[config.mk]
export PLATFORM = sky130hd
export DESIGN_NAME = nn_sequencer
export DESIGN_NICKNAME = d
export VERILOG_FILES = /design/src/nn_pkg.sv /design/src/nn_sequencer.sv
export SDC_FILE = /design/constraint.sdc
export NUM_CORES = 1
export LEC_CHECK = 0
export BUFFER_PORTS_ARGS = -buffer_cell sky130_fd_sc_hd__buf_2
export CAP_MARGIN = 10
export CORE_AREA = 4 4 152 154
export DETAILED_ROUTE_END_ITERATION = 8
export DIE_AREA = 0 0 156 158
export GPL_TIMING_DRIVEN = 1
export HOLD_SLACK_MARGIN = 0.15
export PLACE_DENSITY = 0.7
export REMOVE_ABC_BUFFERS = 1
export SLEW_MARGIN = 20
export SYNTH_ARGS = -nofsm -noshare
export SYNTH_HDL_FRONTEND = slang
export SYNTH_SLANG_ARGS = --single-unit
[constraint.sdc]
create_clock -name clk -period 3.5 [get_ports clk]
set_input_delay 0.35 -clock clk [delete_from_list [all_inputs] [get_ports clk]]
set_output_delay 0.35 -clock clk [all_outputs]
set_load 0.005 [all_outputs]
[src/nn_pkg.sv]
`default_nettype none

package nn_pkg;

	// datapath widths
	localparam int IN_W = 16; // input and activation word
	localparam int W_W = 8; // signed weight or bias
	localparam int ACC_W = 32; // neuron accumulator and output
	localparam int IDX_W = 8; // neuron and index address fields

	// what a memory read fetches
	typedef enum logic {
		KIND_INPUT,
		KIND_PARAM
	} mem_kind_e;

	// layer field of a parameter read
	typedef enum logic [1:0] {
		LAYER_HIDDEN = 2'd1,
		LAYER_OUT = 2'd2
	} layer_e;

	// request toward the external memory
	typedef struct packed {
		logic rd_start; // one-cycle strobe, fields held afterwards
		mem_kind_e kind;
		layer_e layer;
		logic [IDX_W-1:0] neuron;
		logic [IDX_W-1:0] index; // input number, or 0 bias / 1.. weight
	} mem_req_t;

	// answer from the external memory
	typedef struct packed {
		logic rd_done; // one-cycle pulse, data valid with it
		logic [IN_W-1:0] act_data;
		logic [W_W-1:0] param_data;
	} mem_rsp_t;

	// parameter write broadcast to the neuron array
	typedef struct packed {
		logic [IDX_W-1:0] index; // 0 bias, 1..N_IN weight
		logic [W_W-1:0] data;
	} param_wr_t;

endpackage

`default_nettype wire
[src/nn_sequencer.sv]
`default_nettype none

module nn_sequencer #(
	parameter int N_IN = 8,
	parameter int N_HIDDEN = 6,
	parameter int N_OUT = 4
) (
	input wire logic clk,
	input wire logic rst,
	input wire logic start,
	output nn_pkg::mem_req_t mem_req,
	input wire nn_pkg::mem_rsp_t mem_rsp,
	output logic [nn_pkg::IN_W-1:0] act_vec [N_IN],
	output logic relu_en,
	output nn_pkg::param_wr_t param_wr,
	output logic [N_HIDDEN-1:0] wr_en,
	input wire logic signed [nn_pkg::ACC_W-1:0] neuron_out [N_HIDDEN],
	output logic scan_start
);

	typedef enum logic [3:0] {
		S_IDLE,
		S_IN_REQ,
		S_IN_WAIT,
		S_W_REQ,
		S_W_WAIT,
		S_ZERO,
		S_B_REQ,
		S_B_WAIT,
		S_XFER,
		S_SCAN,
		S_DRAIN
	} state_e;

	localparam logic [nn_pkg::IN_W-1:0] ACT_MAX = {1'b0, {(nn_pkg::IN_W-1){1'b1}}};

	state_e state;
	nn_pkg::layer_e layer_q;
	logic [nn_pkg::IDX_W-1:0] idx; // input, weight index or drain count
	logic [nn_pkg::IDX_W-1:0] n_cnt;
	logic [nn_pkg::IDX_W-1:0] n_last;
	logic [nn_pkg::IDX_W-1:0] w_last; // last weight fetched from memory
	logic rd_done;
	logic wr_fire;

	function automatic logic [nn_pkg::IN_W-1:0] sat_act(input logic signed [nn_pkg::ACC_W-1:0] v);
		if (|v[nn_pkg::ACC_W-1:nn_pkg::IN_W-1]) begin
			return ACT_MAX; // clip at largest positive input value
		end
		return v[nn_pkg::IN_W-1:0];
	endfunction

	assign rd_done = mem_rsp.rd_done;
	assign n_last = (layer_q == nn_pkg::LAYER_HIDDEN) ? nn_pkg::IDX_W'(N_HIDDEN - 1)
		: nn_pkg::IDX_W'(N_OUT - 1);
	assign w_last = (layer_q == nn_pkg::LAYER_HIDDEN) ? nn_pkg::IDX_W'(N_IN)
		: nn_pkg::IDX_W'(N_HIDDEN);

	always_comb begin
		mem_req.rd_start = (state == S_IN_REQ) || (state == S_W_REQ) || (state == S_B_REQ);
		mem_req.kind = (state == S_IN_REQ || state == S_IN_WAIT) ? nn_pkg::KIND_INPUT
			: nn_pkg::KIND_PARAM;
		mem_req.layer = layer_q;
		mem_req.neuron = n_cnt;
		mem_req.index = (state == S_B_REQ || state == S_B_WAIT) ? '0 : idx;
	end

	// writes land on the rd_done edge and zero fill takes one slot per cycle
	assign wr_fire = ((state == S_W_WAIT || state == S_B_WAIT) && rd_done) || (state == S_ZERO);
	assign wr_en = N_HIDDEN'(wr_fire) << n_cnt;
	assign param_wr.index = (state == S_B_WAIT) ? '0 : idx;
	assign param_wr.data = (state == S_ZERO) ? '0 : mem_rsp.param_data;

	assign scan_start = (state == S_SCAN);

	always_ff @(posedge clk) begin
		if (rst) begin
			state <= S_IDLE;
			layer_q <= nn_pkg::LAYER_HIDDEN;
			idx <= '0;
			n_cnt <= '0;
			relu_en <= 1'b1;
		end else begin
			case (state)
				S_IDLE: begin
					if (start) begin
						layer_q <= nn_pkg::LAYER_HIDDEN;
						relu_en <= 1'b1;
						idx <= '0;
						n_cnt <= '0;
						state <= S_IN_REQ;
					end
				end
				S_IN_REQ: state <= S_IN_WAIT;
				S_IN_WAIT: begin
					if (rd_done) begin
						if (idx == nn_pkg::IDX_W'(N_IN - 1)) begin
							idx <= nn_pkg::IDX_W'(1);
							state <= S_W_REQ;
						end else begin
							idx <= idx + 1'b1;
							state <= S_IN_REQ;
						end
					end
				end
				S_W_REQ: state <= S_W_WAIT;
				S_W_WAIT: begin
					if (rd_done) begin
						if (idx != w_last) begin
							idx <= idx + 1'b1;
							state <= S_W_REQ;
						end else if (idx != nn_pkg::IDX_W'(N_IN)) begin
							idx <= idx + 1'b1; // rest of the row is zero
							state <= S_ZERO;
						end else if (n_cnt == n_last) begin
							n_cnt <= '0;
							state <= S_B_REQ;
						end else begin
							n_cnt <= n_cnt + 1'b1;
							idx <= nn_pkg::IDX_W'(1);
							state <= S_W_REQ;
						end
					end
				end
				S_ZERO: begin
					if (idx != nn_pkg::IDX_W'(N_IN)) begin
						idx <= idx + 1'b1;
					end else if (n_cnt == n_last) begin
						n_cnt <= '0;
						state <= S_B_REQ;
					end else begin
						n_cnt <= n_cnt + 1'b1;
						idx <= nn_pkg::IDX_W'(1);
						state <= S_W_REQ;
					end
				end
				S_B_REQ: state <= S_B_WAIT;
				S_B_WAIT: begin
					if (rd_done) begin
						if (n_cnt != n_last) begin
							n_cnt <= n_cnt + 1'b1;
							state <= S_B_REQ;
						end else if (layer_q == nn_pkg::LAYER_HIDDEN) begin
							state <= S_XFER;
						end else begin
							state <= S_SCAN;
						end
					end
				end
				S_XFER: begin
					layer_q <= nn_pkg::LAYER_OUT;
					relu_en <= 1'b0;
					n_cnt <= '0;
					idx <= nn_pkg::IDX_W'(1);
					state <= S_W_REQ;
				end
				S_SCAN: begin
					idx <= '0;
					state <= S_DRAIN;
				end
				S_DRAIN: begin
					// hold the outputs steady until argmax is through
					if (idx == nn_pkg::IDX_W'(N_OUT)) begin
						state <= S_IDLE;
					end else begin
						idx <= idx + 1'b1;
					end
				end
				default: state <= S_IDLE;
			endcase
		end
	end

	always_ff @(posedge clk) begin
		if (state == S_IN_WAIT && rd_done) begin
			for (int i = 0; i < N_IN; i++) begin
				if (idx == nn_pkg::IDX_W'(i)) begin
					act_vec[i] <= mem_rsp.act_data;
				end
			end
		end else if (state == S_XFER) begin
			for (int i = 0; i < N_HIDDEN; i++) begin
				act_vec[i] <= sat_act(neuron_out[i]);
			end
			for (int i = N_HIDDEN; i < N_IN; i++) begin
				act_vec[i] <= '0;
			end
		end
	end

	a_rd_single: assert property (@(posedge clk) disable iff (rst)
		mem_req.rd_start |=> !mem_req.rd_start);

	// a write always reaches exactly one neuron of the array
	a_wr_onehot: assert property (@(posedge clk) disable iff (rst)
		wr_fire |-> $onehot(wr_en));

endmodule

`default_nettype wire

After elaboration in Yosys (flattened, before gate mapping)
Index checks and enable logic that the tools add are counted.
{"block": "op_classes", "n_addsub": 2, "n_eq_ne": 39, "n_shift": 1, "n_mux": 79, "n_reduce_logical": 32}
{"operator": "2-to-1 mux 16 bit", "n": 20}
{"operator": "2-to-1 mux 128 bit", "n": 2}
{"operator": "2-to-1 mux 8 bit", "n": 17}
{"operator": "OR reduction 17 bit", "n": 6}
{"operator": "one-hot mux 8 bit (7 select lines)", "n": 1}
{"operator": "one-hot mux 4 bit (11 select lines)", "n": 1}
{"operator": "one-hot mux 8 bit (5 select lines)", "n": 1}
{"operator": "equality test 8 x 3 -> 1 bit, second input constant", "n": 4}
{"operator": "2-to-1 mux 4 bit", "n": 8}
{"operator": "2-to-1 mux 1 bit", "n": 21}
{"operator": "inequality test 2 x 1 -> 1 bit, second input constant", "n": 9}
{"operator": "AND reduction 2 bit", "n": 9}
{"operator": "adder 8 x 1 -> 8 bit, second input constant", "n": 2}
{"operator": "equality test 4 x 3 -> 1 bit, second input constant", "n": 4}
{"operator": "equality test 8 x 2 -> 1 bit, second input constant", "n": 2}
{"operator": "inequality test 2 bit, second input constant", "n": 8}
{"operator": "equality test 4 bit, second input constant", "n": 3}
{"operator": "2-to-1 mux 3 bit", "n": 4}
{"operator": "AND reduction 6 bit", "n": 2}
{"operator": "equality test 4 x 2 -> 1 bit, second input constant", "n": 2}
{"operator": "equality test 8 x 1 -> 1 bit, second input constant", "n": 1}
{"operator": "equality test 8 x 3 -> 1 bit", "n": 1}
{"operator": "logical NOT 8 bit", "n": 1}
{"operator": "inequality test 8 x 3 -> 1 bit", "n": 1}
{"operator": "15 further kinds", "n": 23}
{"block": "word_totals", "reg_bits": 151, "out_inout_bits": 172, "word_cells": 166}

Depth between registers and ports, before layout
Gate-level depths: netlist (run 1).
{"block": "depth", "depth_word": 8, "depth_mapped": 10, "depth_no_buf": 8}

Least setup slack after synthesis (run 1)
Ideal clock, no wire load.
{"block": "synth_path", "kind": "reg-to-reg", "from": "register state[1]", "to": "register act_vec[0] (netlist bit), enable pin", "t_arrival_ps": 2348, "slack_ps": 755, "path_stages_with_launch": 7, "path_buffers": 3, "period_less_slack_ps": 2745, "path_cell_list": "dfxtp_1 buf_4 or3b_1 or3_1 clkbuf_1 clkbuf_1 o22ai_1"}
{"block": "synth_between", "elab_chain_len": 4}
{"element": "from (decl)", "line": "nn_sequencer.sv:37", "text": "state_e state;"}
{"element": "from (signal assigned)", "line": "nn_sequencer.sv:78", "text": "state <= S_IDLE;"}
{"element": "from (signal assigned)", "line": "nn_sequencer.sv:91", "text": "state <= S_IN_REQ;"}
{"element": "from (signal assigned)", "line": "nn_sequencer.sv:94", "text": "S_IN_REQ: state <= S_IN_WAIT;"}
{"element": "equality test 4 x 2 -> 1 bit", "line": "nn_sequencer.sv:175", "text": "if (state == S_IN_WAIT && rd_done) begin"}
{"element": "logical AND 1 bit", "line": "nn_sequencer.sv:175"}
{"element": "inequality test 2 x 1 -> 1 bit (no line) or nonzero test 2 bit (tied branches)"}
{"element": "AND reduction 2 bit (no line) (*)"}
{"element": "to (signal, indexed assignment)", "line": "nn_sequencer.sv:178", "text": "act_vec[i] <= mem_rsp.act_data;"}
{"element": "to (signal, indexed assignment)", "line": "nn_sequencer.sv:183", "text": "act_vec[i] <= sat_act(neuron_out[i]);"}
{"element": "to (decl)", "line": "nn_sequencer.sv:13", "text": "output logic [nn_pkg::IN_W-1:0] act_vec [N_IN],"}
Mark *: on every way between the ends. The rest lies on a longest branch, timed or not.
A chain may end at the register's enable or synchronous reset.

Worst setup path in the final report (run 1)
{"block": "layout_path", "from": "register state[0]", "to": "register act_vec[89] (netlist bit) (data pin)"}
{"block": "layout_between", "elab_chain_len": 3}
{"element": "equality test 4 x 2 -> 1 bit", "line": "nn_sequencer.sv:175"}
{"element": "logical AND 1 bit", "line": "nn_sequencer.sv:175"}
{"element": "2-to-1 mux 128 bit", "line": "nn_sequencer.sv:175"}
No other way between the ends.

==> metrics.txt, run 1 <==
result of the run=finished, final reports clean; Layout Skew=0.0158 ns; delay contributed by the slowest stage of the critical path=0.73 ns; end of the worst register-to-register path=act_vec[89]; Worst setup SP type=flop; library cells used by synthesis=64; instance count of the mapped netlist=699; cell at the root of the clock tree=sky130_fd_sc_hd__clkbuf_16; count of buffers inserted at the top-level ports=391; final hold violations=0; Post-Syn Area=7150 um2; die area=24,600 um2; Starting Density=0.329; Die Height=158 um; part of the total power dissipated in the clock network=0.397; Clock Path Buffers=2; startpoint of the worst register-to-register path=state[0]; Crit path arrival time=3.02 ns; Tot GR Track Use=0.208; worst-case hold path end point=act_vec[33]; DR iter-0 viols=527; CTS H-tree lvls=4; Leakage=4.26 nW; Synth top area share=0.538; clock buffer count from CTS=17; internal power of the cells=3.32 mW; max capacitance violation total=0; share of the clock period used by the worst path=0.823; worst endpoint required time=3.64 ns; post-detailed-route count of antenna-violating nets=0; TritonCTS clock tree=yes; Layout Nets=1,316; sinks on the clock net=150; source of the worst hold timing path=neuron_out[1]; worst-case hold slack=0.214 ns; unrepaired setup endpoints after global routing=no; hold-fix buffer count after cts=0; critical-path maximum fanout=22; Clock Pin Slew Worst Setup and Hold Paths=0.08 ns; Yosys reg bits=150; peak clock frequency supported by timing=347 MHz; number of antenna violations at the first check in global routing=1; Seq/Total Area, Yosys=0.600; # resized after CTS=0; average cell area after synthesis=10.2 um2; flop2flop setup slack=0.62 ns; Finished Layout Cells=1,385; Vias=6,959; number of synthesized flops with an enable pin=128; highest ir drop seen on vdd=0.296 mV; transition time at the pin with the least slew margin=0.834 ns; area of the core region=21,700 um2; boundary pin count=392; most frequent cells after synthesis=sky130_fd_sc_hd__nor2_1 (230), sky130_fd_sc_hd__edfxtp_1 (128), sky130_fd_sc_hd__and2_1 (38), sky130_fd_sc_hd__nor4_1 (30), sky130_fd_sc_hd__nand2_1 (24); instance count along the most critical hold path=3; CP max stage cell=sky130_fd_sc_hd__nand4_1; P_sw=1.43 mW; sw frac=0.301; number of rows created at floorplan=54; power per cell area=473 nW/um2; number of endpoints failing setup at the final stage=0; global-route wire length before repair=38.9 mm; Async SR Flop Fraction=0; cells traversed along the worst timing path=or3b_1 -> or3_1 -> buf_4 -> nand4_1 -> nor2_1 -> nor2_1; Seq pwr share=0.430; most frequent cell after synthesis=sky130_fd_sc_hd__nor2_1; relative area change from synthesis to final layout=40.6%; dpl hpwl=21.6 mm; detail-routed via count per cell=5.02; placed cell count=1,352; start-to-end type of the worst setup path=reg -> reg; Synth area leader=sky130_fd_sc_hd__edfxtp_1; total negative slack for setup checks=0 ns; crit end category=flop; number of cell instances on the worst register-to-register path=6; Total Routed Length=27.2 mm; placer congestion estimate=0.916; DRC viols=0; clock period minus worst slack=2.88 ns; routed length per placed instance=19.7 um; slew margin rel.=0.442; type of the most critical hold path=in -> reg; Worst path most repeated cell=sky130_fd_sc_hd__nor2_1; Worst-Skew Late Latency=0.43 ns; max-slew violation count=0; leading cell types by total area after synthesis=sky130_fd_sc_hd__edfxtp_1 (54%), sky130_fd_sc_hd__nor2_1 (12%), sky130_fd_sc_hd__dfxtp_1 (6.2%); top_reg_cell synth=sky130_fd_sc_hd__edfxtp_1; First-pass DRT Iterations=5; number of synthesis warnings=0; horizontal extent of the die=156 um; relative contribution of combinational cells to total power=0.173; post-CTS repair timing setup buffer count=0; total gr overflow=0; proportion of layout cells with a drive suffix above 1=0.415; largest net degree at the start of global routing=26; vias in the first global route=6,526
per-layer routing:
| metal | global-route usage | up-vias | wire length [um] |
|---|---|---|---|
| li1 | - | 3276 | - |
| met1 | 0.282 | 3285 | 11200 |
| met2 | 0.342 | 371 | 13300 |
| met3 | 0.0399 | 27 | 2400 |
| met4 | 0.0575 | 0 | 382 |
| met5 | 0 | - | 0 |
critical path: cells and delay by family, from the launching register on:
| kind | cells | cell delay [ns] |
|---|---|---|
| buffers and inverters | 1 | 0.33 |
| flip-flops | 1 | 0.64 |
| AND/OR/NAND/NOR | 5 | 1.61 |
area by class of cell:
class	instances	area, um2
timing repair buffer	406	2080
sequential	150	4280
antenna	1	2.50
clock inverter	15	189
tap	280	350
inverter	7	26.3
clock buffer	17	425
fill	2029	11600
multi-input combinational	509	2690
metrics by stage:
stage	utilization	setup WS, ns	cell area (um2)	power (mW)
after CTS	0.463	0.652	10000	4.77
after global placement	0.435	0.763	9430	2.89
final	0.463	0.620	10000	4.75
after global routing	0.463	0.396	10000	4.96
after floorplan	-	0.398	6990	2.51
after detailed placement	0.435	0.682	9430	2.90
registers in the layout, indices dropped and copies added (netlist names):
| signal | count |
|---|---|
| act_vec | 128 |
| idx | 8 |
| layer_q | 2 |
| n_cnt | 8 |
| state | 4 |
worst max path at each step:
stage	depth (start not counted)	slack, ns	end	start
2_1_floorplan	3	0.40	act_vec[0]	state[1]
3_3_place_gp	8	0.76	idx[7]	idx[0]
3_5_place_dp	6	0.68	act_vec[89]	state[0]
4_1_cts	6	0.65	act_vec[83]	state[0]
5_1_grt	8	0.40	idx[7]	idx[0]
6_report	6	0.62	act_vec[89]	state[0]
kinds of logic (layout without fill, tap and decap cells):
group                    count (synthesis)  after routing  share of synthesized area
AO/OA/AOI/OAI                           85             85                     0.0776
flip-flops                             150            150                      0.600
other                                    0              1                          0
adder cells (fa/ha/maj)                  5              5                    0.00876
AND/OR/NAND/NOR                        410            410                      0.275
multiplexers                             7              7                     0.0102
XOR/XNOR                                 2              2                    0.00245
buffers and inverters                   40            445                     0.0261
placed cells by master (no fill, tap or decap), types with 3 or more instances in the layout:
cell type	Yosys	layout
sky130_fd_sc_hd__clkbuf_16	0	17
sky130_fd_sc_hd__a31oi_1	5	5
sky130_fd_sc_hd__o31ai_1	5	5
sky130_fd_sc_hd__a21o_1	8	8
sky130_fd_sc_hd__inv_8	0	5
sky130_fd_sc_hd__and2_1	38	38
sky130_fd_sc_hd__a21oi_1	20	20
sky130_fd_sc_hd__o21ai_0	17	17
sky130_fd_sc_hd__nor4_1	30	30
sky130_fd_sc_hd__ha_1	5	5
sky130_fd_sc_hd__edfxtp_1	128	128
sky130_fd_sc_hd__nand4_1	10	10
sky130_fd_sc_hd__mux2i_1	5	5
sky130_fd_sc_hd__a311oi_1	3	3
sky130_fd_sc_hd__buf_2	2	391
sky130_fd_sc_hd__a21boi_0	3	3
sky130_fd_sc_hd__nand3b_1	4	4
sky130_fd_sc_hd__nand3_1	12	12
sky130_fd_sc_hd__nand2b_1	7	7
sky130_fd_sc_hd__and3_1	9	9
sky130_fd_sc_hd__dfxtp_1	22	22
sky130_fd_sc_hd__nor3_1	8	7
sky130_fd_sc_hd__clkinv_8	0	4
sky130_fd_sc_hd__nand2_1	24	24
sky130_fd_sc_hd__inv_1	7	7
sky130_fd_sc_hd__nor2_1	230	230
sky130_fd_sc_hd__a211oi_1	5	5
sky130_fd_sc_hd__or2_2	6	6
sky130_fd_sc_hd__nor2b_1	10	10
sky130_fd_sc_hd__buf_4	3	14
power groups by stage:
stage                     registers, mW  clock network, mW  logic [mW]
after global placement             2.08                  0       0.812
after detailed placement           2.08                  0       0.819
after floorplan                    2.09                  0       0.420
after global routing               2.05               2.00       0.913
final                              2.04               1.89       0.821
after CTS                          2.04               1.91       0.822
Note: power is estimated with default switching activity, not from simulation.
==> inputs of run 2 (changes only) <==
--- a/config.mk
+++ b/config.mk
@@ -7,12 +7,12 @@
 export LEC_CHECK = 0
 export BUFFER_PORTS_ARGS = -buffer_cell sky130_fd_sc_hd__buf_2
 export CAP_MARGIN = 10
-export CORE_AREA = 4 4 152 154
+export CORE_AREA = 4 4 150 152
 export DETAILED_ROUTE_END_ITERATION = 8
-export DIE_AREA = 0 0 156 158
+export DIE_AREA = 0 0 154 156
 export GPL_TIMING_DRIVEN = 1
 export HOLD_SLACK_MARGIN = 0.15
-export PLACE_DENSITY = 0.7
+export PLACE_DENSITY = 0.74
 export REMOVE_ABC_BUFFERS = 1
 export SLEW_MARGIN = 20
 export SYNTH_ARGS = -nofsm -noshare
==> constraint.sdc (replaced) <==
create_clock -name clk -period 2.5 [get_ports clk]
set_input_delay 0.25 -clock clk [delete_from_list [all_inputs] [get_ports clk]]
set_output_delay 0.25 -clock clk [all_outputs]
set_load 0.005 [all_outputs]
==> run 2 against run 1 <==
  * Clock power up 39%
  * Worst hold slack worse by 0.052 ns
  * Sequential share of layout area down 4.8 points
  * Clock-buffer cell count unchanged
  * Critical path type unchanged
  * Critical endpoint is now n_cnt[7]
  * Largest cell class unchanged
  * Highest routed layer unchanged
==> metrics.txt, run 2 (synthesis gave the netlist of run 1 again) <==
number of antenna violations at the first check in global routing=1 (unchanged); worst endpoint required time=2.83 ns (was 3.64 ns); routed length per placed instance=19.9 um (was 19.7 um); sinks on the clock net=150 (unchanged); max capacitance violation total=0 (unchanged); critical-path maximum fanout=7 (was 22); Register Area=4280 um2 (unchanged); FILL cells=1,831 (was 2,029); First-pass DRT Iterations=5 (unchanged); transition time at the pin with the least slew margin=0.527 ns (was 0.834 ns); P_sw=1.94 mW (was 1.43 mW); peak clock frequency supported by timing=416 MHz (was 347 MHz); highest ir drop seen on vdd=0.361 mV (was 0.296 mV); relative contribution of combinational cells to total power=0.209 (was 0.173); clock period minus worst slack=2.40 ns (was 2.88 ns); placer congestion estimate=0.925 (was 0.916); power per cell area=608 nW/um2 (was 473 nW/um2); cells traversed along the worst timing path=buf_4 -> or2_2 -> o22a_1 -> o22ai_1 -> nand3_2 -> or4_1 -> o31ai_1 (was or3b_1 -> or3_1 -> buf_4 -> nand4_1 -> nor2_1 -> nor2_1); Worst-Skew Late Latency=0.42 ns (was 0.43 ns); unrepaired setup endpoints after global routing=no (unchanged); crit end category=flop (unchanged); share of the clock period used by the worst path=0.962 (was 0.823); area of the core region=21,000 um2 (was 21,700 um2); commonest non-fill, non-tap cell in the layout=sky130_fd_sc_hd__buf_2 (unchanged); TritonCTS clock tree=yes (unchanged); total negative slack for setup checks=0 ns (unchanged); part of the total power dissipated in the clock network=0.381 (was 0.397); Leakage=4.89 nW (was 4.26 nW); leading cell types in the layout, fill and taps excluded=sky130_fd_sc_hd__buf_2 (391), sky130_fd_sc_hd__nor2_1 (230), sky130_fd_sc_hd__edfxtp_1 (128), sky130_fd_sc_hd__dlygate4sd3_1 (79), sky130_fd_sc_hd__buf_4 (58) (was sky130_fd_sc_hd__buf_2 (391), sky130_fd_sc_hd__nor2_1 (230), sky130_fd_sc_hd__edfxtp_1 (128), sky130_fd_sc_hd__and2_1 (38), sky130_fd_sc_hd__nor4_1 (30)); total gr overflow=0 (unchanged); Finished Layout Cells=1,513 (was 1,385); start-to-end type of the worst setup path=reg -> reg (unchanged); placed cell count=1,400 (was 1,352); post-detailed-route count of antenna-violating nets=0 (unchanged); Crit path arrival time=2.74 ns (was 3.02 ns); sw frac=0.281 (was 0.301); area of the multi-input gates=2700 um2 (was 2690 um2); proportion of layout cells with a drive suffix above 1=0.414 (was 0.415); largest net degree at the start of global routing=26 (unchanged); die area=24,000 um2 (was 24,600 um2); Seq pwr share=0.410 (was 0.430); result of the run=finished, final reports clean (unchanged); relative area change from synthesis to final layout=58.5% (was 40.6%); boundary pin count=392 (unchanged); DR iter-0 viols=729 (was 527); Clock Path Buffers=2 (unchanged); Layout Nets=1,448 (was 1,316); detail-routed via count per cell=5.10 (was 5.02); Layout Skew=0.0105 ns (was 0.0158 ns); number of rows created at floorplan=53 (was 54); CTS H-tree lvls=4 (unchanged); count of buffers inserted at the top-level ports=391 (unchanged); Total Routed Length=30.0 mm (was 27.2 mm); internal power of the cells=4.95 mW (was 3.32 mW); Vias=7,719 (was 6,959); final hold violations=0 (unchanged); Starting Density=0.340 (was 0.329); horizontal extent of the die=154 um (was 156 um); global-route wire length before repair=43.6 mm (was 38.9 mm); dpl hpwl=22.0 mm (was 21.6 mm); CP max stage cell=sky130_fd_sc_hd__or4_1 (was sky130_fd_sc_hd__nand4_1); vias in the first global route=7,750 (was 6,526); Most flops, register=act_vec (unchanged); Worst path top cell family by delay=simple AND/OR/NAND/NOR gates (unchanged); Die Height=156 um (was 158 um); Worst setup SP type=flop (unchanged); type of the most critical hold path=in -> reg (unchanged); delay contributed by the slowest stage of the critical path=0.63 ns (was 0.73 ns); count of buffering cells on the critical path with inverters included=1 (unchanged); clock buffer count from CTS=17 (unchanged); DRC viols=0 (unchanged); Clock Pin Slew Worst Setup and Hold Paths=0.07 ns (was 0.08 ns); Total Power Consumption=6.88 mW (was 4.75 mW); number of endpoints failing setup at the final stage=0 (unchanged); max FFs per register=128 (unchanged); cell at the root of the clock tree=sky130_fd_sc_hd__clkbuf_16 (unchanged); top flop regs=act_vec: 128 flops, idx: 8 flops, n_cnt: 8 flops (unchanged); max-slew violation count=0 (unchanged); Tot GR Track Use=0.237 (was 0.208); slew margin rel.=0.645 (was 0.442)
==> run 2: final cells by class <==
cell class / count / area share
inverters: 7 / 0.00232
clock buffers: 17 / 0.0376
diodes: 2 / 0.000442
multi-input cells: 509 / 0.238
repair buffers: 538 / 0.298
well taps: 275 / 0.0304
clock inverters: 15 / 0.0147
flip-flops and latches: 150 / 0.378
==> run 2: path summary, 6_finish.rpt <==
check / startpoint / cells after the start / endpoint / slack (ns)
max: state[2] / 7 / n_cnt[7] / 0.1
min reg2reg: n_cnt[7] / 1 / n_cnt[7] / 0.50
max reg2reg: state[2] / 7 / n_cnt[7] / 0.1
min: mem_rsp[9] / 2 / act_vec[17] / 0.16
==> run 2: timing repair <==
| action | in CTS | in global routing |
|---|---|---|
| hold buffers | 79 | 0 |
| gates resized for setup | 0 | 4 |
| endpoints found under the hold margin | 80 | 0 |
| endpoints found under the setup margin | 0 | 5 |
| buffers inserted | 0 | 0 |
==> run 2: metal layers <==
layer	routed length, um	track usage	up-vias
li1	-	-	3551
met1	11200	0.286	3555
met2	14900	0.404	526
met3	2810	0.0513	87
met4	1210	0.112	0
met5	0	0	-
==> run 2: power by group through the flow <==
stage          combinational, mW  sequential [mW]  clock, mW
2_1_floorplan              0.588             2.93          0
3_3_place_gp                1.31             2.87          0
3_5_place_dp                1.31             2.87          0
4_1_cts                     1.41             2.82       2.64
5_1_grt                     1.57             2.83       2.76
6_report                    1.44             2.82       2.62
==> run 2: through the flow <==
stage | util | instance area, um2 | hold slack [ns] | setup slack (ns)
after CTS | 0.538 | 11300 | 0.152 | 0.0590
after global routing | 0.539 | 11300 | 0.160 | 0.000148
after floorplan | - | 6990 | 0.319 | -0.602
final | 0.539 | 11300 | 0.162 | 0.0956
after detailed placement | 0.472 | 9920 | 0.489 | 0.0750
after global placement | 0.472 | 9920 | 0.471 | 0.136
==> run 2: worst register-to-register path, cell delays in order, from the launching register on <==
cell and delay, ns:
sky130_fd_sc_hd__dfxtp_1 0.33, sky130_fd_sc_hd__buf_4 0.16, sky130_fd_sc_hd__or2_2 0.38, sky130_fd_sc_hd__o22a_1 0.18, sky130_fd_sc_hd__o22ai_1 0.24, sky130_fd_sc_hd__nand3_2 0.11
sky130_fd_sc_hd__or4_1 0.63, sky130_fd_sc_hd__o31ai_1 0.28
==> inputs of run 3 (changes only) <==
--- a/config.mk
+++ b/config.mk
@@ -5,14 +5,14 @@
 export SDC_FILE = /design/constraint.sdc
 export NUM_CORES = 1
 export LEC_CHECK = 0
-export BUFFER_PORTS_ARGS = -buffer_cell sky130_fd_sc_hd__buf_2
 export CAP_MARGIN = 10
-export CORE_AREA = 4 4 150 152
+export CORE_AREA = 4 4 152 154
 export DETAILED_ROUTE_END_ITERATION = 8
-export DIE_AREA = 0 0 154 156
+export DIE_AREA = 0 0 156 158
+export DONT_BUFFER_PORTS = 1
 export GPL_TIMING_DRIVEN = 1
 export HOLD_SLACK_MARGIN = 0.15
-export PLACE_DENSITY = 0.74
+export PLACE_DENSITY = 0.56
 export REMOVE_ABC_BUFFERS = 1
 export SLEW_MARGIN = 20
 export SYNTH_ARGS = -nofsm -noshare
==> run 3 against run 2 <==
  * First-iteration DRC count fell by 35%
  * Final area down 15%
  * Register-to-register slack about the same
  * Maximum frequency is 0.52% higher
  * Final cell count decreased by 24%
  * Non-clock buffer count is 364 lower
  * Critical path depth did not move
==> metrics.txt, run 3 (synthesis gave the netlist of run 1 again) <==
result of the run=finished, final reports clean (unchanged); total gr overflow=0 (unchanged); post-CTS repair timing setup buffer count=0 (unchanged); max capacitance violation total=0 (unchanged); proportion of layout cells with a drive suffix above 1=0.136 (was 0.414); worst endpoint required time=2.73 ns (was 2.83 ns); horizontal extent of the die=156 um (was 154 um); DR iter-0 viols=473 (was 729); transition time at the pin with the least slew margin=1.02 ns (was 0.527 ns); area of the core region=21,700 um2 (was 21,000 um2); global-route wire length before repair=38.2 mm (was 43.6 mm); share of the clock period used by the worst path=0.957 (was 0.962); Worst setup SP type=flop (unchanged); Clock Pin Slew Worst Setup and Hold Paths=0.08 ns (was 0.07 ns); number of cell instances on the worst register-to-register path=7 (unchanged); sinks on the clock net=150 (unchanged); boundary pin count=392 (unchanged); min setup slack post-route=0.108 ns (was 0.0956 ns); Total Routed Length=27.8 mm (was 30.0 mm); routed length per placed instance=24.1 um (was 19.9 um); max-slew violation count=0 (unchanged); number of antenna violations at the first check in global routing=3 (was 1); placed cell count=1,011 (was 1,400); instance count along the most critical hold path=3 (was 2); vias in the first global route=6,018 (was 7,750); Worst-Skew Late Latency=0.43 ns (was 0.42 ns); Die Height=158 um (was 156 um); type of the most critical hold path=in -> reg (unchanged); Layout Nets=1,084 (was 1,448); Antenna diodes=0 (was 2); worst setup slack after placement=0.0458 ns (was 0.0750 ns); final hold violations=0 (unchanged); dpl hpwl=21.0 mm (was 22.0 mm); Finished Layout Cells=1,152 (was 1,513); Total Power Consumption=6.69 mW (was 6.88 mW); number of endpoints failing setup at the final stage=0 (unchanged); Clock Path Buffers=2 (unchanged); detail-routed via count per cell=5.39 (was 5.10); cell at the root of the clock tree=sky130_fd_sc_hd__clkbuf_16 (unchanged); Vias=6,214 (was 7,719); slew margin rel.=0.315 (was 0.645); crit end category=flop (unchanged); Layout Skew=0.0129 ns (was 0.0105 ns); placer congestion estimate=0.879 (was 0.925); unrepaired setup endpoints after global routing=no (unchanged); CTS H-tree lvls=4 (unchanged); clock period minus worst slack=2.39 ns (was 2.40 ns); Leakage=3.42 nW (was 4.89 nW); commonest non-fill, non-tap cell in the layout=sky130_fd_sc_hd__nor2_1 (was sky130_fd_sc_hd__buf_2); leading cell types in the layout, fill and taps excluded=sky130_fd_sc_hd__nor2_1 (230), sky130_fd_sc_hd__edfxtp_1 (128), sky130_fd_sc_hd__dlygate4sd3_1 (109), sky130_fd_sc_hd__buf_4 (58), sky130_fd_sc_hd__and2_1 (38) (was sky130_fd_sc_hd__buf_2 (391), sky130_fd_sc_hd__nor2_1 (230), sky130_fd_sc_hd__edfxtp_1 (128), sky130_fd_sc_hd__dlygate4sd3_1 (79), sky130_fd_sc_hd__buf_4 (58)); top flop regs=act_vec: 128 flops, idx: 8 flops, n_cnt: 8 flops (unchanged); max FFs per register=128 (unchanged); TritonCTS clock tree=yes (unchanged); critical-path maximum fanout=22 (was 7); power per cell area=694 nW/um2 (was 608 nW/um2); number of rows created at floorplan=54 (was 53); count of buffers inserted at the top-level ports=0 (was 391); Most flops, register=act_vec (unchanged); die area=24,600 um2 (was 24,000 um2); highest ir drop seen on vdd=0.430 mV (was 0.361 mV); Starting Density=0.329 (was 0.340); relative area change from synthesis to final layout=34.9% (was 58.5%); Crit path arrival time=2.62 ns (was 2.74 ns); largest net degree at the start of global routing=25 (was 26); peak clock frequency supported by timing=418 MHz (was 416 MHz); post-detailed-route count of antenna-violating nets=0 (unchanged); DRC viols=0 (unchanged); First-pass DRT Iterations=4 (was 5); total negative slack for setup checks=0 ns (unchanged); start-to-end type of the worst setup path=reg -> reg (unchanged); clock buffer count from CTS=17 (unchanged); Tot GR Track Use=0.209 (was 0.237)
[run 3: stage by stage]
step,area [um2],util,hold WS (ns)
4_1_cts,9620,0.444,0.166
2_1_floorplan,6990,-,0.319
5_1_grt,9640,0.444,0.192
6_report,9640,0.444,0.190
3_3_place_gp,7920,0.365,0.323
3_5_place_dp,7920,0.365,0.325
[run 3: what timing repair did]
action	CTS	global route
setup endpoints to repair	0	7
endpoints found under the hold margin	150	6
hold buffers	108	1
gates resized for setup	0	2
[run 3: critical path: stages (launching register included)]
cell	delay, ns
sky130_fd_sc_hd__dfxtp_1	0.37
sky130_fd_sc_hd__or3b_1	0.50
sky130_fd_sc_hd__or3_1	0.40
sky130_fd_sc_hd__buf_4	0.26
sky130_fd_sc_hd__nand4_1	0.11
sky130_fd_sc_hd__buf_4	0.23
sky130_fd_sc_hd__nor2_1	0.06
sky130_fd_sc_hd__nor2_1	0.25
[run 3: path summary, 6_finish.rpt]
check	start	slack [ns]	end
hold / removal	mem_rsp[18]	0.19	act_vec[90]
hold reg to reg	layer_q[1]	0.54	layer_q[1]
setup reg to reg	state[1]	0.11	act_vec[101]
setup / recovery	state[1]	0.11	act_vec[101]
[run 3: area by class of cell]
type,instances,area [um2]
clock buffers,17,425
clock inverters,15,191
fillers,2005,12100
inverters,7,26.3
multi-input cells,509,2690
flip-flops and latches,150,4280
well taps,280,350
repair buffers,174,1670
[run 3: per-layer routing]
| metal | up-vias | wire length, um | track usage |
|---|---|---|---|
| met1 | 2937 | 11100 | 0.275 |
| met5 | - | 32 | 0 |
| met4 | 6 | 858 | 0.0875 |
| met2 | 399 | 13200 | 0.326 |
| li1 | 2816 | - | - |
| met3 | 56 | 2620 | 0.0593 |
[run 3: power by group]
group          switching (mW)  internal (mW)  total [mW]
combinational           0.705          0.516        1.22
clock                    1.27           1.38        2.64
sequential             0.0350           2.79        2.83
total                    2.01           4.69        6.69
